==> config.mk <==
export PLATFORM = sky130hd
export DESIGN_NAME = msx_glue_top
export DESIGN_NICKNAME = d
export VERILOG_FILES = /design/src/msx_glue_pkg.sv /design/src/osd_status_decode.sv /design/src/video_crop.sv /design/src/sd_route.sv /design/src/tape_ctrl.sv /design/src/msx_glue_top.sv
export SDC_FILE = /design/constraint.sdc
export NUM_CORES = 1
export LEC_CHECK = 0
export BUFFER_PORTS_ARGS = -buffer_cell sky130_fd_sc_hd__buf_2
export CORE_AREA = 2 2 123 125
export DETAILED_ROUTE_END_ITERATION = 10
export DIE_AREA = 0 0 125 127
export PLACE_DENSITY = 0.66
export SYNTH_ARGS = -nofsm -noshare
export SYNTH_HDL_FRONTEND = slang
export SYNTH_SLANG_ARGS = --single-unit
==> constraint.sdc <==
create_clock -name clk21m -period 3 [get_ports clk21m]
set_input_delay 0.15 -clock clk21m [delete_from_list [all_inputs] [get_ports clk21m]]
set_output_delay 0.15 -clock clk21m [all_outputs]
set_load 0.03 [all_outputs]
==> src/msx_glue_pkg.sv <==
// MSX glue shared definitions
package msx_glue_pkg;

   // ========================================
   // Widths
   // ========================================
   localparam int STATUS_W    = 64;
   localparam int DIM_W       = 12;
   localparam int DDR3_ADDR_W = 28;
   localparam int INDEX_W     = 16;
   localparam int IMG_SIZE_W  = 64;

   // ========================================
   // Host status word bit positions
   // ========================================
   localparam int ST_RESET       = 0;
   localparam int ST_AR_LO       = 1;
   localparam int ST_FX_LO       = 3;
   localparam int ST_SCALE_LO    = 6;
   localparam int ST_TAPE_REWIND = 9;
   localparam int ST_DETACH      = 10;
   localparam int ST_VCROP       = 40;

   // Download index of a cassette image, low six bits only
   localparam logic [5:0] CAS_INDEX = 6'd5;

   // Custom aspect ratio values for the HDMI scaler
   localparam logic [DIM_W-1:0] AR_X_NORMAL = 12'd400;
   localparam logic [DIM_W-1:0] AR_X_WIDE   = 12'd340;
   localparam logic [DIM_W-1:0] AR_Y        = 12'd300;

   // Aspect ratio menu field
   typedef enum logic [1:0] {
      AR_ORIGINAL = 2'd0,
      AR_FULL     = 2'd1,
      AR_CUSTOM1  = 2'd2,
      AR_CUSTOM2  = 2'd3
   } aspect_t;

   // Scandoubler effect menu field
   typedef enum logic [2:0] {
      FX_NONE     = 3'd0,
      FX_HQ2X_320 = 3'd1,
      FX_HQ2X_160 = 3'd2,
      FX_CRT25    = 3'd3,
      FX_CRT50    = 3'd4,
      FX_CRT75    = 3'd5
   } sd_fx_t;

endpackage

==> src/osd_status_decode.sv <==
// Host status word decoder
`timescale 1ns/100ps

module osd_status_decode (
   input  logic [msx_glue_pkg::STATUS_W-1:0] status,
   input  logic                              reset_in,
   input  logic                              forced_scandoubler,
   output logic                              core_reset,
   output logic                              scandoubler,
   output logic                              hq2x,
   output logic [1:0]                        vga_sl,
   output logic [1:0]                        scale,
   output msx_glue_pkg::aspect_t             aspect,
   output logic                              vcrop_en
);
   import msx_glue_pkg::*;

   sd_fx_t fx;

   // Reset from the frame, the menu reset and the reset & detach entry
   assign core_reset = reset_in | status[ST_RESET] | status[ST_DETACH];

   assign fx       = sd_fx_t'(status[ST_FX_LO +: 3]);
   assign aspect   = aspect_t'(status[ST_AR_LO +: 2]);
   assign scale    = status[ST_SCALE_LO +: 2];
   assign vcrop_en = status[ST_VCROP];

   // Any effect needs the doubled line rate
   assign scandoubler = (fx != FX_NONE) || forced_scandoubler;

   always_comb begin
      hq2x   = 1'b0;
      vga_sl = 2'd0;
      case (fx)
         FX_HQ2X_320,
         FX_HQ2X_160: hq2x = 1'b1;
         // CRT levels 25/50/75 map to scanline codes 1..3
         FX_CRT25,
         FX_CRT50,
         FX_CRT75:    vga_sl = 2'(fx - 3'd2);
         default: begin
            hq2x   = 1'b0;
            vga_sl = 2'd0;
         end
      endcase
   end

endmodule

==> src/video_crop.sv <==
// HDMI vertical crop and aspect
`timescale 1ns/100ps

module video_crop (
   input  logic                           clk21m,
   input  logic                           arst_n,
   input  logic [msx_glue_pkg::DIM_W-1:0] hdmi_width,
   input  logic [msx_glue_pkg::DIM_W-1:0] hdmi_height,
   input  logic                           scandoubler,
   input  logic                           vcrop_en,
   input  msx_glue_pkg::aspect_t          aspect,
   output logic [msx_glue_pkg::DIM_W-1:0] crop_size,
   output logic [msx_glue_pkg::DIM_W-1:0] arx,
   output logic [msx_glue_pkg::DIM_W-1:0] ary
);
   import msx_glue_pkg::*;

   logic             wide_fmt;
   logic             tall_fmt;
   logic [DIM_W-1:0] crop_d;
   logic             wide_d;
   logic [DIM_W-1:0] crop_q;
   logic             wide_q;

   // Width against 1.5x height, one extra bit so the sum cannot wrap
   assign wide_fmt = ({1'b0, hdmi_width} >=
                      ({1'b0, hdmi_height} + {2'b00, hdmi_height[DIM_W-1:1]}));
   // 4:3 modes such as 1920x1440 fail the check above
   assign tall_fmt = (hdmi_width >= 12'd1440);

   // ========================================
   // Crop lookup
   // ========================================
   always_comb begin
      crop_d = '0;
      wide_d = 1'b0;
      if (!scandoubler && wide_fmt) begin
         case (hdmi_height)
            12'd480:  crop_d = 12'd240;
            12'd600: begin
               crop_d = 12'd200;
               wide_d = vcrop_en;
            end
            12'd720:  crop_d = 12'd240;
            12'd768:  crop_d = 12'd256;
            12'd800: begin
               crop_d = 12'd200;
               wide_d = vcrop_en;
            end
            12'd1080: crop_d = 12'd216;
            12'd1200: crop_d = 12'd240;
            default:  crop_d = '0;
         endcase
      end else if (!scandoubler && tall_fmt) begin
         case (hdmi_height)
            12'd1440: crop_d = 12'd240;
            12'd1536: crop_d = 12'd256;
            default:  crop_d = '0;
         endcase
      end
   end

   always_ff @(posedge clk21m or negedge arst_n) begin
      if (!arst_n) begin
         crop_q <= '0;
         wide_q <= 1'b0;
      end else begin
         crop_q <= crop_d;
         wide_q <= wide_d;
      end
   end

   assign crop_size = vcrop_en ? crop_q : '0;

   // ========================================
   // Aspect ratio
   // ========================================
   always_comb begin
      case (aspect)
         AR_CUSTOM1,
         AR_CUSTOM2: begin
            arx = wide_q ? AR_X_WIDE : AR_X_NORMAL;
            ary = AR_Y;
         end
         default: begin
            // Original wraps to all ones, full screen gives zero
            arx = {{(DIM_W-2){1'b0}}, aspect} - DIM_W'(1);
            ary = '0;
         end
      endcase
   end

endmodule

==> src/sd_route.sv <==
// SD card SPI steering and activity LEDs
`timescale 1ns/100ps

module sd_route #(
   parameter int ACT_HOLD = 1000000
) (
   input  logic                                clk21m,
   input  logic                                arst_n,
   input  logic                                img_mounted,
   input  logic [msx_glue_pkg::IMG_SIZE_W-1:0] img_size,
   input  logic                                sd_clk_core,
   input  logic                                sd_mosi_core,
   input  logic                                sd_miso_pin,
   input  logic                                vsd_miso,
   output logic                                sd_cs,
   output logic                                sd_sck,
   output logic                                sd_mosi,
   output logic                                sd_miso_core,
   output logic                                led_user,
   output logic [1:0]                          led_disk
);
   import msx_glue_pkg::*;

   localparam int CNT_W = $clog2(ACT_HOLD + 1);

   logic             vsd_sel;
   logic             old_mosi;
   logic             old_miso;
   logic             sd_act;
   logic [CNT_W-1:0] timeout;
   logic             toggled;

   // ========================================
   // Card select
   // ========================================
   // A mounted image of non-zero size selects the virtual card
   always_ff @(posedge clk21m or negedge arst_n) begin
      if (!arst_n) begin
         vsd_sel <= 1'b0;
      end else if (img_mounted) begin
         vsd_sel <= |img_size;
      end
   end

   // Physical slot deselected and quiet while the virtual card is used
   assign sd_cs        = vsd_sel;
   assign sd_sck       = sd_clk_core & ~vsd_sel;
   assign sd_mosi      = sd_mosi_core & ~vsd_sel;
   assign sd_miso_core = vsd_sel ? vsd_miso : sd_miso_pin;

   // ========================================
   // Activity timer
   // ========================================
   assign toggled = (old_mosi ^ sd_mosi_core) | (old_miso ^ sd_miso_core);

   // Counter starts expired so the LED is dark out of reset
   always_ff @(posedge clk21m or negedge arst_n) begin
      if (!arst_n) begin
         old_mosi <= 1'b0;
         old_miso <= 1'b0;
         timeout  <= CNT_W'(ACT_HOLD);
         sd_act   <= 1'b0;
      end else begin
         old_mosi <= sd_mosi_core;
         old_miso <= sd_miso_core;
         sd_act   <= (timeout < CNT_W'(ACT_HOLD));
         if (toggled) begin
            timeout <= '0;
         end else if (timeout < CNT_W'(ACT_HOLD)) begin
            timeout <= timeout + 1'b1;
         end
      end
   end

   // User LED for the virtual card, disk LED for the slot
   assign led_user = vsd_sel & sd_act;
   assign led_disk = {1'b1, ~vsd_sel & sd_act};

endmodule

==> src/tape_ctrl.sv <==
// Cassette playback control
`timescale 1ns/100ps

module tape_ctrl (
   input  logic                                 clk21m,
   input  logic                                 arst_n,
   input  logic                                 ioctl_download,
   input  logic [msx_glue_pkg::INDEX_W-1:0]     ioctl_index,
   input  logic                                 motor,
   input  logic                                 tape_rewind_req,
   input  logic                                 core_reset,
   input  logic                                 dl_request,
   input  logic [msx_glue_pkg::DDR3_ADDR_W-1:0] dl_addr,
   input  logic                                 dl_rd,
   input  logic [msx_glue_pkg::DDR3_ADDR_W-1:0] cas_addr,
   input  logic                                 cas_rd,
   output logic                                 play,
   output logic                                 rewind,
   output logic [msx_glue_pkg::DDR3_ADDR_W-1:0] ddr3_addr,
   output logic                                 ddr3_rd
);
   import msx_glue_pkg::*;

   logic is_cas;
   logic is_cas_last;
   logic cas_load;

   // Download currently writing a CAS image
   assign is_cas = ioctl_download & (ioctl_index[5:0] == CAS_INDEX);

   // ========================================
   // Load latch
   // ========================================
   // Falling edge of the CAS download marks a loaded tape
   always_ff @(posedge clk21m or negedge arst_n) begin
      if (!arst_n) begin
         is_cas_last <= 1'b0;
         cas_load    <= 1'b0;
      end else begin
         is_cas_last <= is_cas;
         if (is_cas_last && !is_cas) begin
            cas_load <= 1'b1;
         end
      end
   end

   // Motor relay is active low on the MSX side
   assign play = cas_load & ~motor;

   // Back to the start on a menu request, a new image or a core reset
   assign rewind = tape_rewind_req | is_cas | core_reset;

   // ========================================
   // DDR3 read port sharing
   // ========================================
   // ROM download engine has priority over the cassette reader
   assign ddr3_addr = dl_request ? dl_addr : cas_addr;
   assign ddr3_rd   = dl_request ? dl_rd   : cas_rd;

endmodule

==> src/msx_glue_top.sv <==
// MSX core glue top level
`timescale 1ns/100ps

module msx_glue_top #(
   parameter int ACT_HOLD = 1000000
) (
   input  logic                                 clk21m,
   input  logic                                 arst_n,
   // Host menu
   input  logic [msx_glue_pkg::STATUS_W-1:0]    status,
   input  logic                                 reset_in,
   input  logic                                 forced_scandoubler,
   output logic                                 core_reset,
   output logic                                 scandoubler,
   output logic                                 hq2x,
   output logic [1:0]                           vga_sl,
   output logic [1:0]                           scale,
   // HDMI scaler
   input  logic [msx_glue_pkg::DIM_W-1:0]       hdmi_width,
   input  logic [msx_glue_pkg::DIM_W-1:0]       hdmi_height,
   output logic [msx_glue_pkg::DIM_W-1:0]       crop_size,
   output logic [msx_glue_pkg::DIM_W-1:0]       arx,
   output logic [msx_glue_pkg::DIM_W-1:0]       ary,
   // SD card
   input  logic                                 img_mounted,
   input  logic [msx_glue_pkg::IMG_SIZE_W-1:0]  img_size,
   input  logic                                 sd_clk_core,
   input  logic                                 sd_mosi_core,
   input  logic                                 sd_miso_pin,
   input  logic                                 vsd_miso,
   output logic                                 sd_cs,
   output logic                                 sd_sck,
   output logic                                 sd_mosi,
   output logic                                 sd_miso_core,
   output logic                                 led_user,
   output logic [1:0]                           led_disk,
   // Tape and DDR3
   input  logic                                 ioctl_download,
   input  logic [msx_glue_pkg::INDEX_W-1:0]     ioctl_index,
   input  logic                                 motor,
   input  logic                                 dl_request,
   input  logic [msx_glue_pkg::DDR3_ADDR_W-1:0] dl_addr,
   input  logic                                 dl_rd,
   input  logic [msx_glue_pkg::DDR3_ADDR_W-1:0] cas_addr,
   input  logic                                 cas_rd,
   output logic                                 play,
   output logic                                 rewind,
   output logic [msx_glue_pkg::DDR3_ADDR_W-1:0] ddr3_addr,
   output logic                                 ddr3_rd
);
   import msx_glue_pkg::*;

   aspect_t aspect;
   logic    vcrop_en;

   osd_status_decode i_osd_status_decode (
      .status             (status),
      .reset_in           (reset_in),
      .forced_scandoubler (forced_scandoubler),
      .core_reset         (core_reset),
      .scandoubler        (scandoubler),
      .hq2x               (hq2x),
      .vga_sl             (vga_sl),
      .scale              (scale),
      .aspect             (aspect),
      .vcrop_en           (vcrop_en)
   );

   video_crop i_video_crop (
      .clk21m      (clk21m),
      .arst_n      (arst_n),
      .hdmi_width  (hdmi_width),
      .hdmi_height (hdmi_height),
      .scandoubler (scandoubler),
      .vcrop_en    (vcrop_en),
      .aspect      (aspect),
      .crop_size   (crop_size),
      .arx         (arx),
      .ary         (ary)
   );

   sd_route #(
      .ACT_HOLD (ACT_HOLD)
   ) i_sd_route (
      .clk21m       (clk21m),
      .arst_n       (arst_n),
      .img_mounted  (img_mounted),
      .img_size     (img_size),
      .sd_clk_core  (sd_clk_core),
      .sd_mosi_core (sd_mosi_core),
      .sd_miso_pin  (sd_miso_pin),
      .vsd_miso     (vsd_miso),
      .sd_cs        (sd_cs),
      .sd_sck       (sd_sck),
      .sd_mosi      (sd_mosi),
      .sd_miso_core (sd_miso_core),
      .led_user     (led_user),
      .led_disk     (led_disk)
   );

   tape_ctrl i_tape_ctrl (
      .clk21m          (clk21m),
      .arst_n          (arst_n),
      .ioctl_download  (ioctl_download),
      .ioctl_index     (ioctl_index),
      .motor           (motor),
      .tape_rewind_req (status[ST_TAPE_REWIND]),
      .core_reset      (core_reset),
      .dl_request      (dl_request),
      .dl_addr         (dl_addr),
      .dl_rd           (dl_rd),
      .cas_addr        (cas_addr),
      .cas_rd          (cas_rd),
      .play            (play),
      .rewind          (rewind),
      .ddr3_addr       (ddr3_addr),
      .ddr3_rd         (ddr3_rd)
   );

endmodule

# After elaboration in Yosys (flattened, before gate mapping)
# Cells that the tools add are included.
[word_totals]
word_cells = 79
out_inout_bits = 81
input_bits = 238
reg_bits = 39
[classes]
reduce_logical = 14
n_lt_le_gt_ge = 3
eq_ne = 17
addsub = 4
bitwise = 15
muxes = 17
[ops]
columns = ["cell", "n"]
rows = [
  ["OR reduction 64 bit", 1],
  ["equality test 12 x 10 -> 1 bit (second input constant)", 4],
  ["equality test 12 x 11 -> 1 bit (second input constant)", 4],
  ["2-to-1 mux 12 bit", 4],
  ["2-to-1 mux 20 bit", 2],
  ["one-hot mux 9 bit (4 select lines)", 1],
  ["2-to-1 mux 28 bit", 1],
  ["adder 20 x 1 -> 20 bit (second input constant)", 1],
  ["less-than comparator 20 bit (second input constant)", 1],
  ["one-hot mux 9 bit (2 select lines)", 1],
  ["adder 12 x 11 -> 13 bit", 1],
  [">= comparator 12 x 13 -> 1 bit", 1],
  ["equality test 12 x 9 -> 1 bit (second input constant)", 1],
  [">= comparator 12 x 11 -> 1 bit (second input constant)", 1],
  ["2-to-1 mux 9 bit", 1],
  ["2-to-1 mux 8 bit", 1],
  ["AND 1 bit", 6],
  ["equality test 3 x 2 -> 1 bit (second input constant)", 2],
  ["equality test 3 bit (second input constant)", 2],
  ["equality test 6 x 3 -> 1 bit (second input constant)", 1],
  ["OR reduction 2 bit", 3],
  ["OR reduction 3 bit", 2],
  ["2-to-1 mux 1 bit", 5],
  ["bitwise OR 1 bit", 5],
  ["12 further kinds", 18],
]

# Depth between registers and ports, before layout
# Gate-level depths: netlist of run 1.
[depth]
word_depth = 6
depth_mapped = 16
ltp_nobuf = 15

# Cells and area by module
# Synthesis of run 1 repeated with hierarchy kept, for this count alone.
[hier_totals]
cells_unflattened = 435
area_unflattened_um2 = 3737.3
[modules_own_cells]
columns = ["module", "cells_each", "n_inst", "area_each_um2", "seq_area_each_um2"]
rows = [
  ["video_crop", 207, 1, 1625.3, 150.1],
  ["sd_route", 174, 1, 1571.5, 609.3],
  ["tape_ctrl", 42, 1, 456.7, 50.0],
  ["osd_status_decode", 12, 1, 83.8, 0.0],
]

# Worst setup path after synthesis of run 1
# OpenSTA, ideal clock, no wires.
[synth_path]
path_type = "in2reg"
start = "input port hdmi_height[0] (netlist name)"
end = "register i_video_crop.crop_q[4]"
setup_time_ns = 0.127
n_path_buf = 1
path_slack_ns = 0.128
t_arrival_ns = 2.745
t_required_ns = 2.873
path_stages = 15
cell_sequence = "ha_1 > inv_1 > fa_1 > nand2b_1 > a21oi_1 > o21ai_0 > xor2_1 > ha_1 > nand4_1 > nor3b_1 > o31ai_1 > a211o_1 > or2_1 > buf_2 > mux2i_1"
[synth_between]
elab_chain_len = 4
word_cells_on_any_way = 18
classes_between = "add/sub (1); order compare (1); eq/ne (9); mux (4); reduce/logical (3)"
[synth_lines]
columns = ["item", "line", "text"]
rows = [
  ["from (decl)", "msx_glue_top.sv:20", "input logic [msx_glue_pkg::DIM_W-1:0] hdmi_height,"],
  ["adder 12 x 11 -> 13 bit, or another cell as far along", "video_crop.sv:27", "({1'b0, hdmi_height} + {2'b00, hdmi_height[DIM_W-1:1]}));"],
  [">= comparator 12 x 13 -> 1 bit, or another cell as far along", "video_crop.sv:26", "assign wide_fmt = ({1'b0, hdmi_width} >="],
  ["logical AND 1 bit, or another cell as far along", "video_crop.sv:37", "if (!scandoubler && wide_fmt) begin"],
  ["2-to-1 mux 12 bit (*)", "video_crop.sv:37", ""],
  ["via i_video_crop.crop_d[4]", "video_crop.sv:20", "logic [DIM_W-1:0] crop_d;"],
  ["to (signal assigned)", "video_crop.sv:68", "crop_q <= crop_d;"],
  ["to (decl)", "video_crop.sv:22", "logic [DIM_W-1:0] crop_q;"],
]
# The timed path passes the listed nets; every way through them passes the cells marked *.
# A chain may end at the register's enable or synchronous reset.

# Worst setup path after layout of run 1
[layout_path]
start = "input port hdmi_height[1] (netlist name)"
end = "register i_video_crop.crop_q[8]"
# The elaborated chain is that of the path after synthesis.

==> reports/results.txt, run 1 <==
The flow ran to the end, and the final reports show no timing, DRC or antenna violations. The tools report the largest net degree at the start of global routing as 33. Setup repair after global routing could not meet its margin everywhere.

A synthesized cell averages 8.91 um2. Adding up every negative setup slack in the final design gives 0 ps. Per report_power, the sequential group accounts for 27.4% of the total. For the antenna diode count, the log shows 0. In this run, synthesis inferred 0 flip-flops with an integrated enable. The routed design has 10900 um of wire.

Once the floorplan was initialized, standard cells occupied 24.3% of the core. TritonCTS built the clock tree. Sorting the synthesized cells by area gives the leading types as dfrtp_1 18%, ha_1 14%, mux2_2 9.3%. The first global-routing pass estimated 16800 um of wire. The number of design rule violations left after detail routing is 0. The post-place setup slack is -231 ps.

The number of buffers inserted during clock tree synthesis was 5. The largest total area in the synthesized netlist belongs to dfrtp_1. The clock reaches the later pin of the worst-skew pair after 270 ps. After synthesis, the most frequently instantiated cells are 39 x ha_1, 35 x nor2_1, 29 x buf_4, 29 x mux2_2, 25 x dfrtp_1. The clock network is responsible for 31.8% of the overall power.

The internal power of the cells totals 1090 uW. The worst register-to-register path ends at i_sd_route.timeout[5]$_DFFE_PN0P_. The tree is rooted in a clkbuf_16. In this run the power density over the cells is 320 mW/mm2. The leakage power is 0.00256 uW. Synthesis instantiated 59 different standard cells from the library. Counting every instance in the synthesized netlist gives 393. Combinational cell fraction of total power: 40.8%. Clock skew on the completed layout was measured at 2.63 ps.

STA classifies the critical path startpoint as an input port. The fraction of the yosys area taken by sequential cells was 23.1%. In the post-synthesis netlist, the cell with the most instances is ha_1. The number of global-route vias before repair is 3552, and the share of the synthesized area in the top cell type is 17.9%.

The initialized floorplan defines 44 standard-cell rows. Once layout is done, the placed cells without fillers occupy 0.00512 mm2. Counting I/O delays and the setup requirement, the final critical path takes 2850 ps. The signal arrival time at the worst endpoint was 3000 ps. After global routing the overflow that remains totals 0. Setup violations remaining at the end of the flow were counted as 0. The global-route usage over all layers came out at 12.8%.

Count of cells along the worst hold path: 1. The final worst setup slack came out at 155 ps. Cells fill 35.5% of the core in the end. The number of antenna violations at the first check in global routing was 0; the horizontal die dimension was 125 um. After synthesis, the share of flip-flops with an asynchronous set or reset is 100%. The final period utilization was 94.8%; the maximum fanout along the worst path was 4. The worst setup path is captured at a flop. For this design the total switching power over the nets is 553 uW. The count of input and output buffers works out to 236. The count of pins over their slew limit was 0; the total number of clock tree sinks was 32. After detailed routing, the number of vias per cell comes to 4.44. Synthesis inferred 32 register bits. Clock-pin slew was measured on the worst setup and hold paths at 50 ps. Detailed placement ended at an HPWL of 9250 um.

The floorplan step set the die height to 127 um. Headroom to the max-slew limit came out at 51.6%. Routability-driven placement finished with a final weighted congestion of 0.819.

For this design the top-level I/O count stands at 319. The detailed router finished its first iteration with 120 violations. The worst register-to-register path has a setup slack of 810 ps. The post-route netlist has 53.0% of its cells at a drive strength greater than 1. Detailed routing inserted a total of 3619 vias. In this run the number of H-tree levels came out at 2.

For this run, the top clock speed supported by timing is 351 MHz. The wire length per cell after detailed routing came out at 13.3 um. The number of optimization iterations in the first detailed-route pass is 4. The clock tree buffer depth came out at 2. After synthesis the cells add up to 0.00350 mm2. The logic depth of the worst register-to-register path was 7. The worst min-delay path class was in2reg. The placeable core region was 0.0144 mm2.

The destination of the worst hold path is i_sd_route.old_mosi$_DFF_PN0_. Among all flip-flop cells after synthesis, the most frequent one is dfrtp_1. The floorplan step defined a die boundary enclosing 0.0159 mm2. The start point of the worst min-delay path was sd_mosi_core. The logs give 173 uV for the maximum vdd ir drop and 0 for the final antenna-violating net count. The layout filler cell count came out at 1486. The layout overhead on the synthesized area came out at 46.1%. During synthesis, Yosys emitted a total of 0 warnings. At the pin with the least slew margin, the transition time is 725 ps. The placed instance area was 0.00482 mm2. The number of hold violations in the final report is 0, and the switching share of total power is 33.7%.

The startpoint-to-endpoint class of the critical path is in2reg. The reg-to-reg startpoint was i_sd_route.timeout[9]$_DFFE_PN1P_. Across the run, the number of max-cap violations was 0.

At the worst endpoint, the required time is 3160 ps. The final net count is 909.
-- per-stage QoR --
step | power [uW] | hold WS [ps] | cells
2_1_floorplan | 872 | -146 | 406
3_3_place_gp | 1080 | 242 | 806
3_5_place_dp | 1090 | 243 | 806
4_1_cts | 1620 | 15.9 | 815
5_1_grt | 1740 | 32.3 | 816
6_report | 1640 | 25.5 | 816
-- critical path, cell delays in order --
cell,delay (ps)
buf_2,140
ha_4,150
inv_1,50
fa_2,340
nand2b_4,160
a21oi_4,180
o21ai_2,80
xor2_1,140
ha_1,300
nand4_1,140
nor3b_2,220
o31ai_2,100
a211o_1,370
o211a_1,250
o2111a_1,240
-- metal layers --
layer	up-vias	track usage (%)	share of wire, %
met5	-	0	0
met2	139	24.3	53
met4	0	3.86	2.5
met3	20	2.47	6.7
li1	1825	-	-
met1	1635	14.4	38
-- worst max-delay path by stage --
stage | start | to | slack, ps | depth (start not counted)
after floorplan | hdmi_height[0] | i_video_crop.crop_q[4]$_DFF_PN0_ | 130 | 15
after global placement | hdmi_height[1] | i_video_crop.crop_q[5]$_DFF_PN0_ | -190 | 15
after detailed placement | hdmi_height[1] | i_video_crop.crop_q[5]$_DFF_PN0_ | -230 | 15
after CTS | hdmi_height[1] | i_video_crop.crop_q[8]$_DFF_PN0_ | 20 | 15
after global routing | hdmi_height[2] | i_video_crop.crop_q[8]$_DFF_PN0_ | -20 | 15
final | hdmi_height[1] | i_video_crop.crop_q[8]$_DFF_PN0_ | 150 | 15
-- what timing repair did --
action	CTS	global route
hold buffers	1	0
hold endpoints to repair	25	0
setup endpoints to repair	0	6
resized for setup	0	21
setup buffers	0	1
-- logic make-up after synthesis --
logic type,share of synthesized area (%)
AOI/OAI and AO/OA,9.79
adders and majority gates,14.5
DFF,23.1
other,0.215
xor gates and xnor gates,7.00
buffers and inverters,10.5
and+or+nand+nor,24.7
muxes,10.2
-- placed cells by master (no fill, tap or decap), drive strengths merged, types with 3 or more instances in the layout --
cell | netlist | routed
nor4 | 22 | 22
o21ai | 9 | 9
o31ai | 3 | 3
nand3 | 13 | 13
nor4b | 3 | 3
nor2b | 6 | 6
inv | 23 | 23
mux2i | 3 | 3
nor2 | 35 | 35
dfstp | 7 | 7
o211a | 3 | 3
nand2b | 8 | 8
xnor2 | 18 | 18
nor3 | 10 | 10
buf | 33 | 256
ha | 39 | 39
o21a | 4 | 4
xor2 | 10 | 10
nor3b | 3 | 3
clkbuf | 6 | 8
a21o | 3 | 3
conb | 2 | 15
and3 | 6 | 6
a21oi | 13 | 13
mux2 | 29 | 29
nand4 | 9 | 9
nand2 | 17 | 17
or3 | 3 | 3
dfrtp | 25 | 25
and2 | 8 | 8
-- flip-flops by register name (all words and copies together) (netlist names) --
register,count
i_sd_route.old_miso,1
i_tape_ctrl.is_cas_last,1
i_video_crop.crop_q,5
i_video_crop.wide_q,1
i_tape_ctrl.cas_load,1
i_sd_route.timeout,20
i_sd_route.sd_cs,1
i_sd_route.sd_act,1
i_sd_route.old_mosi,1
-- final cells by class --
class | count | area [um2] | area share, %
multi-input combinational | 312 | 2490 | 48.7
timing repair buffer | 257 | 1340 | 26.2
sequential | 32 | 810 | 15.8
tap | 184 | 230 | 4.50
clock buffer | 8 | 156 | 3.06
inverter | 23 | 86.3 | 1.69
-- power groups by stage --
stage | Clock (uW) | Sequential (uW) | Combinational (uW)
detailed placement | 0 | 456 | 635
CTS | 530 | 449 | 639
global placement | 0 | 455 | 629
global route | 552 | 449 | 737
floorplan | 0 | 454 | 418
finish | 521 | 449 | 669
No activity file was read; power rests on OpenSTA's default activity.
==> run 2: changes to the inputs <==
Clock period 3 ns to 2.9 ns, I/O delays scaled along.
==> reports/results.txt, run 2 (same netlist as run 1, synthesis figures left out) <==
The run gives 1690 uW as the total chip power. Dividing total power by cell area gives a power density of 326 mW/mm2. For this design the top-level I/O count stands at 319. The normalized max-slew margin was 50.9%; the setup violation total in the final timing report was 0. The run gives 280 ps as the clock latency at the later pin of the worst-skew pair. The logs give 0 for the count of pins over their slew limit and 0.00258 uW for the leakage power.

The run finished with clean final reports. Counting I/O delays and the setup requirement, the final critical path takes 2890 ps. Counting the buffers created by CTS gives 5.

The startpoint-to-endpoint class of the critical path was in2reg. The initial detailed-routing violation count is 123, and the layout filler cell count is 1481. The via-per-instance ratio works out to 4.48. After routing the design area is 0.00518 mm2. The count of cells along the worst hold path is 1.

The number of placement rows came out at 44. Most common cell after layout, fill and taps aside: buf_2. The post-place setup slack is -293 ps, and the largest net degree at the start of global routing is 33. The start point of the worst min-delay path was sd_mosi_core.

The register name with the most flops was i_sd_route.timeout. The transition at the pin with the smallest max-transition slack works out to 737 ps. The placed instances occupy a cell area of 0.00483 mm2. The endpoint identified for the worst register-to-register timing path is i_sd_route.timeout[5]$_DFFE_PN0P_.

The startpoint identified for the worst register-to-register timing path is i_sd_route.timeout[9]$_DFFE_PN1P_. Cells with a size suffix above 1 make up 53.2% of the layout. The layout overhead on the synthesized area is 48.1%, and the maximum vdd ir drop is 182 uV. The tree is rooted in a clkbuf_16. After floorplanning, the core was sized to cover 0.0144 mm2. The number of global-route vias before repair came out at 3448.

The category of the worst setup path capture point was a flop. The worst setup path is launched from an input port. The tightest min-delay check is of the in2reg type.

The max capacitance violation total came out at 0. The overall die area was 0.0159 mm2. The number of antenna violations at the first check in global routing is 1. Setup slack closes at 12.1 ps.

For the estimated wirelength of the detail-placed design, the log shows 9110 um. The tools report the destination of the worst hold path as i_sd_route.old_mosi$_DFF_PN0_. The clock tree synthesis step divided the H-tree into 2 levels.

The final weighted congestion in routability-driven placement was 0.812. In the layout the commonest cells are 232 x buf_2, 35 x nor2_1, 33 x ha_1, 29 x mux2_2, 25 x dfrtp_1. The clock passes through at most 2 buffers.

Flip-flop count of the largest register, all copies and words added: 20. Hold is met by 15.1 ps. The tree built by TritonCTS fans out to 32 sinks.

The number of hold violations in the final report was 0; the number of design rule violations left after detail routing was 0. The initial utilization of the core area, before any placement, comes to 24.3%. Measured along the x axis, the die boundary spans 125 um. Setup repair after global routing could not meet its margin everywhere. The maximum fanout along the worst path is 4. Once detail routing completed, the nets flagged for antenna violations numbered 0. The logs give 0 for the total congestion overflow and 12.4% for the global-route usage over all layers.

Counting cells, the worst reg-to-reg path comes to 7. Buffers placed on the I/O ports in this run total 236. The number of optimization iterations in the first detailed-route pass came out at 4. After the last flow step, the layout net total stands at 912.

The signal arrival time at the worst endpoint was 3040 ps. The overall routed net length is 10900 um. For the clock tree skew after final layout, the log shows 4.32 ps.

The required time of the critical path is 3060 ps. From bottom edge to top edge, the die measures 127 um. The worst path uses 99.6% of the clock period. The clock transition at the registers of the reported paths is 50 ps. After detailed routing, the average wire length per cell comes to 13.3 um. The largest registers in the layout are i_sd_route.timeout: 20 flops, i_video_crop.crop_q: 5 flops. Static timing analysis puts the maximum clock frequency at 346 MHz. The run gives 700 ps as the register-to-register setup slack. TritonCTS built the clock tree. The logs give 16300 um for the first-pass GRT wire length and 3673 for the via count of the routed design.
## run 2: worst max path at each step
stage                    from                          endpoint  slack (ps)  depth (start not counted)
4_1_cts        hdmi_height[1]  i_video_crop.crop_q[5]$_DFF_PN0_          60                         15
5_1_grt        hdmi_height[2]  i_video_crop.crop_q[8]$_DFF_PN0_        -160                         15
6_report       hdmi_height[2]  i_video_crop.crop_q[8]$_DFF_PN0_          10                         15
3_3_place_gp   hdmi_height[1]  i_video_crop.crop_q[4]$_DFF_PN0_        -250                         15
3_5_place_dp   hdmi_height[1]  i_video_crop.crop_q[5]$_DFF_PN0_        -290                         15
2_1_floorplan  hdmi_height[0]  i_video_crop.crop_q[4]$_DFF_PN0_          30                         15
## run 2: area by class of cell
class,count,area (um2),share of cell area [%]
multi-input cells,312,2520,48.5
repair buffers,260,1390,26.8
flip-flops and latches,32,810,15.6
well taps,184,230,4.44
clock buffers,8,146,2.82
inverters,23,91.3,1.76
diodes,1,2.50,0.0483
## run 2: stage by stage
step / std cells / utilization (%) / TNS (ps)
after global routing: 820 / 35.9 / -458
after CTS: 816 / 34.6 / 0
final: 820 / 35.9 / 0
after detailed placement: 807 / 33.5 / -1520
after global placement: 807 / 33.5 / -1320
after floorplan: 406 / - / 0
## run 2: report_power, final
group | total [uW] | switching, uW | internal [uW]
registers | 463 | 5.17 | 458
clock network | 517 | 175 | 341
logic | 710 | 396 | 314
total | 1690 | 577 | 1110
## run 2: layer usage
layer  routed length, um  track usage [%]  up-vias
li1                    -                -     1830
met1                4030             13.9     1699
met2                5960             23.5      128
met3                 717             2.43       16
met4                 227             4.58        0
met5                   0                0        -
## run 2: what timing repair did
action,4_1_cts,5_1_grt
endpoints found under the hold margin,25,0
hold buffers,1,0
buffers inserted,0,3
gates cloned,0,0
pin swaps,0,16
resized for setup,2,35
endpoints found under the setup margin,2,6
## run 2: critical path, stage by stage
cell and delay, ps:
buf_8 110, ha_4 240, a21oi_4 150, o211ai_1 130, o31ai_2 310, a21oi_2 120
o41ai_2 360, xnor2_1 120, ha_1 310, inv_1 50, o22ai_1 120, nor4_1 80
a211o_1 320, o211a_1 240, o2111a_1 250
